===== src/verilog/cache_pkg.sv =====
/*
 * Shared widths, types and helpers for the direct-mapped cache.
 * Every RTL block imports this package by wildcard in its module header.
 */
`default_nettype none

package cache_pkg;

    // ------------------------------------------------------------------------
    // Address split and array sizes
    // ------------------------------------------------------------------------
    localparam int ADDR_W         = 8;
    localparam int BYTE_W         = 8;
    localparam int BYTES_PER_LINE = 4;
    localparam int NUM_LINES      = 4;
    localparam int OFFSET_W       = 2;                       // Byte within line
    localparam int INDEX_W        = 2;                       // Line selector
    localparam int TAG_W          = ADDR_W - INDEX_W - OFFSET_W;
    localparam int LINE_W         = BYTES_PER_LINE * BYTE_W;
    localparam int CNT_W          = 32;

    typedef logic [ADDR_W-1:0]   addr_t;
    typedef logic [BYTE_W-1:0]   byte_t;
    typedef logic [TAG_W-1:0]    tag_t;
    typedef logic [INDEX_W-1:0]  index_t;
    typedef logic [OFFSET_W-1:0] offset_t;
    typedef logic [LINE_W-1:0]   line_t;                     // Byte 0 in low bits
    typedef logic [CNT_W-1:0]    count_t;

    typedef enum logic [1:0] {
        IDLE,       // Lookup, hits answered here
        REFILL,     // Waiting for the memory port to return a line
        WRITE_MEM   // One cycle of write-through
    } ctrl_state_t;

    // Byte at offset off of a line
    function automatic byte_t get_byte(line_t line, offset_t off);
        return line[off * BYTE_W +: BYTE_W];
    endfunction

    // Same line with one byte replaced
    function automatic line_t set_byte(line_t line, offset_t off, byte_t b);
        line_t res;
        res = line;
        res[off * BYTE_W +: BYTE_W] = b;
        return res;
    endfunction

    function automatic tag_t addr_tag(addr_t a);
        return a[ADDR_W-1 -: TAG_W];
    endfunction

    function automatic index_t addr_index(addr_t a);
        return a[OFFSET_W +: INDEX_W];
    endfunction

    function automatic offset_t addr_offset(addr_t a);
        return a[OFFSET_W-1:0];
    endfunction

endpackage

`default_nettype wire


===== src/verilog/cache_fill_if.sv =====
/*
 * Update path from the controller into the line store.
 * Carries a whole-line refill or a single byte write, never both at once.
 */
`default_nettype none

interface cache_fill_if import cache_pkg::*; ();

    logic  fill_en;   // Write whole line, set tag and valid
    logic  wr_en;     // Replace one byte of a present line
    addr_t addr;      // Picks line, tag and offset
    line_t line;      // Refilled line
    byte_t wdata;     // Byte for wr_en

    modport ctrl (
        output fill_en, wr_en, addr, line, wdata
    );

    modport store (
        input  fill_en, wr_en, addr, line, wdata
    );

endinterface

`default_nettype wire


===== src/verilog/mem_port_if.sv =====
/*
 * Command and return path between the controller and the memory port.
 * refill_start and write_start are single-cycle pulses from the controller.
 */
`default_nettype none

interface mem_port_if import cache_pkg::*; ();

    logic  refill_start;  // Fetch the block holding addr
    logic  write_start;   // Write wdata to addr
    addr_t addr;
    byte_t wdata;
    line_t line;          // Assembled line, valid with line_done
    logic  line_done;     // Last refill beat, includes live memory byte

    modport ctrl (
        output refill_start, write_start, addr, wdata,
        input  line, line_done
    );

    modport port (
        input  refill_start, write_start, addr, wdata,
        output line, line_done
    );

endinterface

`default_nettype wire


===== src/verilog/line_store.sv =====
/*
 * Valid, tag and data arrays of the cache.
 * Lookup is combinational on lookup_addr; updates land at the clock edge.
 */
`default_nettype none

module line_store import cache_pkg::*; (
    input  logic   clk,
    input  logic   rst,
    input  addr_t  lookup_addr,
    output logic   lookup_hit,
    output byte_t  lookup_byte,
    cache_fill_if.store fill
);

    // ------------------------------------------------------------------------
    // Storage
    // ------------------------------------------------------------------------
    logic [NUM_LINES-1:0] valid_q;            // One bit per line
    tag_t                 tag_q  [NUM_LINES];
    line_t                data_q [NUM_LINES];

    index_t look_idx;
    index_t fill_idx;

    assign look_idx = addr_index(lookup_addr);
    assign fill_idx = addr_index(fill.addr);

    // ------------------------------------------------------------------------
    // Hit detection and byte read-out
    // ------------------------------------------------------------------------
    assign lookup_hit  = valid_q[look_idx] &&
                         (tag_q[look_idx] == addr_tag(lookup_addr));
    assign lookup_byte = get_byte(data_q[look_idx], addr_offset(lookup_addr));

    // Valid bits, the only state cleared by reset
    always_ff @(posedge clk or posedge rst) begin
        if (rst) begin
            valid_q <= '0;
        end else if (fill.fill_en) begin
            valid_q[fill_idx] <= 1'b1;
        end
    end

    // Tag and data, unreachable until the valid bit is set
    always_ff @(posedge clk) begin
        if (fill.fill_en) begin
            tag_q[fill_idx]  <= addr_tag(fill.addr);
            data_q[fill_idx] <= fill.line;               // Whole refilled line
        end else if (fill.wr_en) begin
            // Write hit, merge the new byte into the line
            data_q[fill_idx] <= set_byte(data_q[fill_idx],
                                         addr_offset(fill.addr),
                                         fill.wdata);
        end
    end

endmodule

`default_nettype wire


===== src/verilog/cache_ctrl.sv =====
/*
 * Cache controller. Accepts CPU requests in IDLE, answers read hits directly,
 * starts line refills on read misses and write-through for every write.
 * Responses and the hit/miss counters are registered.
 */
`default_nettype none

module cache_ctrl import cache_pkg::*; (
    input  logic   clk,
    input  logic   rst,
    input  logic   req_valid,
    input  logic   req_rw,              // 1 = write
    input  addr_t  req_addr,
    input  byte_t  req_wdata,
    input  logic   lookup_hit,
    input  byte_t  lookup_byte,
    output logic   ready,
    output logic   resp_valid,
    output logic   hit,
    output byte_t  resp_rdata,
    output count_t hit_count,
    output count_t miss_count,
    cache_fill_if.ctrl fill,
    mem_port_if.ctrl   mem
);

    ctrl_state_t state_q;
    ctrl_state_t state_d;

    addr_t lat_addr;                    // Accepted address
    byte_t lat_wdata;                   // Accepted write byte

    logic accept;
    logic rd_miss;
    logic refill_end;

    assign accept     = (state_q == IDLE) && req_valid;
    assign rd_miss    = accept && !req_rw && !lookup_hit;
    assign refill_end = (state_q == REFILL) && mem.line_done;
    assign ready      = (state_q == IDLE);       // Low during miss or write

    // ------------------------------------------------------------------------
    // State machine
    // ------------------------------------------------------------------------
    always_comb begin
        state_d = state_q;
        case (state_q)
            IDLE: begin
                if (accept) begin
                    if (req_rw) begin
                        state_d = WRITE_MEM;     // Hit or miss, write through
                    end else if (!lookup_hit) begin
                        state_d = REFILL;
                    end
                end
            end
            REFILL:    if (mem.line_done) state_d = IDLE;
            WRITE_MEM: state_d = IDLE;           // Single write-through cycle
        endcase
    end

    always_ff @(posedge clk or posedge rst) begin
        if (rst) begin
            state_q <= IDLE;
        end else begin
            state_q <= state_d;
        end
    end

    always_ff @(posedge clk) begin
        if (accept) begin
            lat_addr  <= req_addr;
            lat_wdata <= req_wdata;
        end
    end

    // ------------------------------------------------------------------------
    // Responses and counters
    // ------------------------------------------------------------------------
    always_ff @(posedge clk or posedge rst) begin
        if (rst) begin
            resp_valid <= 1'b0;
            hit        <= 1'b0;
            resp_rdata <= '0;
            hit_count  <= '0;
            miss_count <= '0;
        end else begin
            resp_valid <= 1'b0;                  // Strobe by default
            if (accept) begin
                hit <= lookup_hit;               // Held until the response
                if (lookup_hit) begin
                    hit_count <= hit_count + 1'b1;
                end else begin
                    miss_count <= miss_count + 1'b1;
                end
                if (!req_rw && lookup_hit) begin
                    resp_valid <= 1'b1;          // Read hit, next cycle
                    resp_rdata <= lookup_byte;
                end
            end
            if (refill_end) begin
                resp_valid <= 1'b1;
                resp_rdata <= get_byte(mem.line, addr_offset(lat_addr));
            end
            if (state_q == WRITE_MEM) begin
                resp_valid <= 1'b1;              // Lines up with mem_we
                resp_rdata <= '0;                // Writes return no data
            end
        end
    end

    // ------------------------------------------------------------------------
    // Line store and memory port commands
    // ------------------------------------------------------------------------
    assign fill.fill_en = refill_end;
    assign fill.wr_en   = accept && req_rw && lookup_hit;   // Write hit update
    assign fill.addr    = (state_q == REFILL) ? lat_addr : req_addr;
    assign fill.line    = mem.line;
    assign fill.wdata   = req_wdata;

    assign mem.refill_start = rd_miss;
    assign mem.write_start  = (state_q == WRITE_MEM);
    assign mem.addr         = (state_q == IDLE) ? req_addr : lat_addr;
    assign mem.wdata        = lat_wdata;

endmodule

`default_nettype wire


===== src/verilog/mem_port.sv =====
/*
 * Memory side of the cache. Steps the address through a block on refill and
 * gathers the returning bytes into a line; registers single byte writes.
 */
`default_nettype none

module mem_port import cache_pkg::*; (
    input  logic  clk,
    input  logic  rst,
    mem_port_if.port mem,
    output logic  mem_we,
    output addr_t mem_addr,
    output byte_t mem_wdata,
    input  byte_t mem_rdata               // Data for last cycle's mem_addr
);

    logic              busy_q;            // Refill in progress
    logic [OFFSET_W:0] beat_q;            // Cycles since refill start
    line_t             buf_q;             // Bytes 0..2 of the refill
    offset_t           cap_off;

    // Byte n arrives on beat n+1
    assign cap_off       = offset_t'(beat_q - 1'b1);
    assign mem.line_done = busy_q && (beat_q == (OFFSET_W+1)'(BYTES_PER_LINE));
    // Last byte is taken live from memory
    assign mem.line      = set_byte(buf_q, offset_t'(BYTES_PER_LINE - 1), mem_rdata);

    // ------------------------------------------------------------------------
    // Address sequencing and write strobe
    // ------------------------------------------------------------------------
    always_ff @(posedge clk or posedge rst) begin
        if (rst) begin
            busy_q   <= 1'b0;
            beat_q   <= '0;
            mem_we   <= 1'b0;
            mem_addr <= '0;
        end else begin
            mem_we <= mem.write_start;                   // One cycle late
            if (mem.refill_start) begin
                busy_q   <= 1'b1;
                beat_q   <= '0;
                mem_addr <= {addr_tag(mem.addr), addr_index(mem.addr), offset_t'(0)};
            end else if (busy_q) begin
                beat_q <= beat_q + 1'b1;
                if (beat_q < (OFFSET_W+1)'(BYTES_PER_LINE - 1)) begin
                    mem_addr <= mem_addr + 1'b1;         // Next byte of block
                end
                if (mem.line_done) begin
                    busy_q <= 1'b0;
                end
            end else if (mem.write_start) begin
                mem_addr <= mem.addr;
            end
        end
    end

    // Payload registers
    always_ff @(posedge clk) begin
        if (mem.write_start) begin
            mem_wdata <= mem.wdata;
        end
        if (busy_q && (beat_q != '0) && !mem.line_done) begin
            buf_q <= set_byte(buf_q, cap_off, mem_rdata);
        end
    end

endmodule

`default_nettype wire


===== src/verilog/cache_top.sv =====
/*
 * Top level of the direct-mapped write-through cache.
 * CPU request/response strobes on one side, a registered-read memory on the other.
 */
`default_nettype none

module cache_top import cache_pkg::*; (
    input  logic   clk,
    input  logic   rst,

    // CPU side
    input  logic   req_valid,
    input  logic   req_rw,
    input  addr_t  req_addr,
    input  byte_t  req_wdata,
    output logic   ready,
    output logic   resp_valid,
    output logic   hit,
    output byte_t  resp_rdata,
    output count_t hit_count,
    output count_t miss_count,

    // Memory side
    output logic   mem_we,
    output addr_t  mem_addr,
    output byte_t  mem_wdata,
    input  byte_t  mem_rdata
);

    logic  lookup_hit;
    byte_t lookup_byte;

    cache_fill_if fill_if ();
    mem_port_if   mem_if ();

    // Lookup runs on the live request address
    line_store line_store_i (
        .clk         (clk),
        .rst         (rst),
        .lookup_addr (req_addr),
        .lookup_hit  (lookup_hit),
        .lookup_byte (lookup_byte),
        .fill        (fill_if.store)
    );

    cache_ctrl cache_ctrl_i (
        .clk         (clk),
        .rst         (rst),
        .req_valid   (req_valid),
        .req_rw      (req_rw),
        .req_addr    (req_addr),
        .req_wdata   (req_wdata),
        .lookup_hit  (lookup_hit),
        .lookup_byte (lookup_byte),
        .ready       (ready),
        .resp_valid  (resp_valid),
        .hit         (hit),
        .resp_rdata  (resp_rdata),
        .hit_count   (hit_count),
        .miss_count  (miss_count),
        .fill        (fill_if.ctrl),
        .mem         (mem_if.ctrl)
    );

    mem_port mem_port_i (
        .clk       (clk),
        .rst       (rst),
        .mem       (mem_if.port),
        .mem_we    (mem_we),
        .mem_addr  (mem_addr),
        .mem_wdata (mem_wdata),
        .mem_rdata (mem_rdata)
    );

endmodule

`default_nettype wire


===== config.mk =====
export PLATFORM = sky130hd
export DESIGN_NAME = cache_top
export DESIGN_NICKNAME = d
export VERILOG_FILES = /design/src/verilog/cache_pkg.sv /design/src/verilog/cache_fill_if.sv /design/src/verilog/mem_port_if.sv /design/src/verilog/line_store.sv /design/src/verilog/cache_ctrl.sv /design/src/verilog/mem_port.sv /design/src/verilog/cache_top.sv
export SDC_FILE = /design/constraint.sdc
export NUM_CORES = 1
export LEC_CHECK = 0
export BUFFER_PORTS_ARGS = -buffer_cell sky130_fd_sc_hd__buf_2
export CAP_MARGIN = 15
export CORE_ASPECT_RATIO = 1.5
export CORE_MARGIN = 1
export CORE_UTILIZATION = 30
export CTS_BUF_LIST = sky130_fd_sc_hd__clkbuf_8
export DETAILED_ROUTE_END_ITERATION = 12
export GPL_TIMING_DRIVEN = 0
export PLACE_DENSITY = 0.5
export SYNTH_ARGS = -nofsm -noshare
export SYNTH_HDL_FRONTEND = slang
export SYNTH_SLANG_ARGS = --single-unit

===== constraint.sdc =====
create_clock -name clk -period 9.7 [get_ports clk]
set_clock_uncertainty 0.1 [all_clocks]
set_input_delay 1.94 -clock clk [delete_from_list [all_inputs] [get_ports clk]]
set_output_delay 1.94 -clock clk [all_outputs]
set_load 0.005 [all_outputs]

==> metrics.txt <==
fin nets between 1000 and 1500; CTS Sinks 285; Crit. End Element register; clock root buffer master clkbuf_8; P_leak approximately 6.5 nW; crit share post-route 0.492; Clock Power Share 0.304; initial DRC count 601; final slew viol count 0; global-route wire length before repair around 61 mm; Final Hold Viols 0; number of max-cap violations 0; Crit Path Class in -> reg; post-synthesis sequential area ratio 0.587; number of global-route vias before repair around 9500; Post-synth EDFFs 192; CTS clk-pin slew, worst paths 60 ps; Die Ht between 200 and 300 um; Die ar. 46900 um2; min Tclk post-route about 4800 ps; met1 Resource Use GR 0.197; htree depth 2; crit path max fanout 10; Int Pwr 2.45 mW; Worst Setup SP req_addr[1]; Avg Inst Size Synth between 10 and 15 um2; Setup WS pre-CTS approximately 4400 ps; fillers between 4000 and 5000; worst-skew pair later-pin latency slightly above 600 ps; Die Wd between 150 and 200 um; initial antenna violation count 1; Yosys top cell by area edfxtp_1; DRC violations left 0; status completed; Post-Syn Nets roughly 1000; setup ws final roughly 4900 ps; GR Util met3 0.0254; synth warn 0; CTS tree built; worst vdd ir roughly 110 uV; RSZ-0062 raised after global routing false; area of the mapped netlist around 14000 um2; Area Growth Syn to Fin 17.9%; most frequent cells in the layout edfxtp_1, buf_2, dfrtp_1; total track usage 0.177; vias per cell 5.20; pin count of the biggest net entering global routing 55; Logic pwr share 0.258; Syn Inst Count 985; maximum clock rate 210 MHz; slew margin rel. 0.195; Initial Util 0.306; CP Launch Type primary input; routed via count 9272; most common cell after layout, fill and taps aside edfxtp_1; met2 Usage GRT 0.328; most used routing layer met2; post-synth cell types 65; Core Box Area between 40000 and 50000 um2; HPWL Detailed 30.7 mm; antenna-violating nets left 0; critical path data required time 9990 ps; Main synth FF type edfxtp_1; pwr dens 223 nW/um2; port bufs between 100 and 150; post-CTS setup buffer count 0; total power between 3 and 4 mW; RR Startpoint cache_ctrl_i.state_q[1]; Hold Crit Class reg -> reg; Hold Path Origin cache_ctrl_i.mem.wdata[3]; GRT Residual Overflow 0; wire per inst between 20 and 25 um; endpoints failing setup 0; hold_buf cts 0; Worst Tran Pin Value around 1200 ps; # rows 95; Seq pwr share 0.438; Arr. time, crit path a little over 5000 ps; number of synthesized register bits between 200 and 300; routability cong. approximately 0.83; ys async rst share 0.326; clk buf depth 3; post-CTS sizing 0; num ports 120; largest cells by area after synthesis edfxtp_1, dfrtp_1, mux4_2, xor2_1, nor2_1; setup TNS 0 ps; top cell type's share of synthesized area 0.418; 1st-pass router iterations 5; Switching Power 1.18 mW; total wire length between 40 and 50 mm; share of cells above drive strength 1 0.274; switching share of power 0.325; CTS Buf Count 46
-- layout make-up --
| cell class | count | area (um2) | share of cell area |
|---|---|---|---|
| well taps | 582 | 728 | 0.0448 |
| clock inverters | 37 | 298 | 0.0183 |
| diodes | 1 | 2.50 | 0.000154 |
| flip-flops and latches | 285 | 8090 | 0.497 |
| clock buffers | 47 | 647 | 0.0398 |
| repair buffers | 131 | 769 | 0.0473 |
| inverters | 30 | 115 | 0.00708 |
| multi-input cells | 619 | 5350 | 0.329 |
| plain buffers | 51 | 270 | 0.0166 |
-- final timing paths --
check / slack, ps / cells past startpoint / endpoint
max in group asynchronous: 7450 / 3 / mem_port_i.mem_addr[0]
min in group asynchronous: 1360 / 2 / cache_ctrl_i.miss_count[6]
worst max-delay path: 4930 / 9 / line_store_i.data_q[3][15]
worst max register to register: 5700 / 10 / line_store_i.data_q[3][15]
worst min-delay path: 320 / 0 / mem_port_i.mem_wdata[3]
worst min register to register: 320 / 0 / mem_port_i.mem_wdata[3]
-- power by group through the flow --
stage / logic, mW / registers [mW] / clock network (mW)
after floorplan: 0.612 / 1.58 / 0
after detailed placement: 0.942 / 1.61 / 0
after global placement: 0.927 / 1.61 / 0
after global routing: 1.02 / 1.60 / 1.18
after CTS: 0.947 / 1.59 / 1.13
final: 0.935 / 1.59 / 1.10
-- flip-flops by register name, indices dropped and copies added (netlist names), 8 cells and up --
name	flops
line_store_i.data_q	128
cache_ctrl_i.hit_count	32
cache_ctrl_i.miss_count	32
mem_port_i.buf_q	24
line_store_i.tag_q	16
cache_ctrl_i.lat_addr	8
cache_ctrl_i.mem.wdata	8
cache_ctrl_i.resp_rdata	8
mem_port_i.mem_addr	8
mem_port_i.mem_wdata	8
-- layer usage --
layer,wire [um],vias up
li1,-,4140
met1,15400,4751
met2,22500,306
met3,1890,75
met4,1620,0
met5,0,-
-- through the flow --
| step | hold WS (ps) | utilization | area [um2] | std cells |
|---|---|---|---|---|
| floorplan | 300 | - | 13800 | 985 |
| global placement | 302 | 0.336 | 15100 | 1686 |
| detailed placement | 307 | 0.340 | 15300 | 1697 |
| CTS | 323 | 0.361 | 16300 | 1781 |
| global route | 327 | 0.361 | 16300 | 1783 |
| finish | 319 | 0.361 | 16300 | 1783 |
-- worst max-delay path, stage by stage --
cell and delay [ps]:
buf_2 100, clkbuf_1 250, mux2_2 370, inv_1 200
ha_1 200, clkinv_1 340, nor3_1 1080, a22oi_1 200
a21oi_1 360
-- synth_stat cells (26+ instances only) --
cell / number
edfxtp_1: 192
dfrtp_1: 93
nor2_1: 82
mux4_2: 73
nand2_1: 46
xor2_1: 40
nand3_1: 35
xnor2_1: 33
a21oi_1: 32
and2_1: 31
nand4_1: 29
inv_1: 27
a22oi_1: 26
-- cells by family after synthesis --
family | after synthesis | share of synthesized area
AOI/OAI and AO/OA | 124 | 0.0641
xor gates and xnor gates | 74 | 0.0475
adders and majority gates | 16 | 0.0145
buffers and inverters | 81 | 0.0278
DFF | 285 | 0.587
muxes | 105 | 0.144
and+or+nand+nor | 300 | 0.115
(Power assumes the default switching activity.)
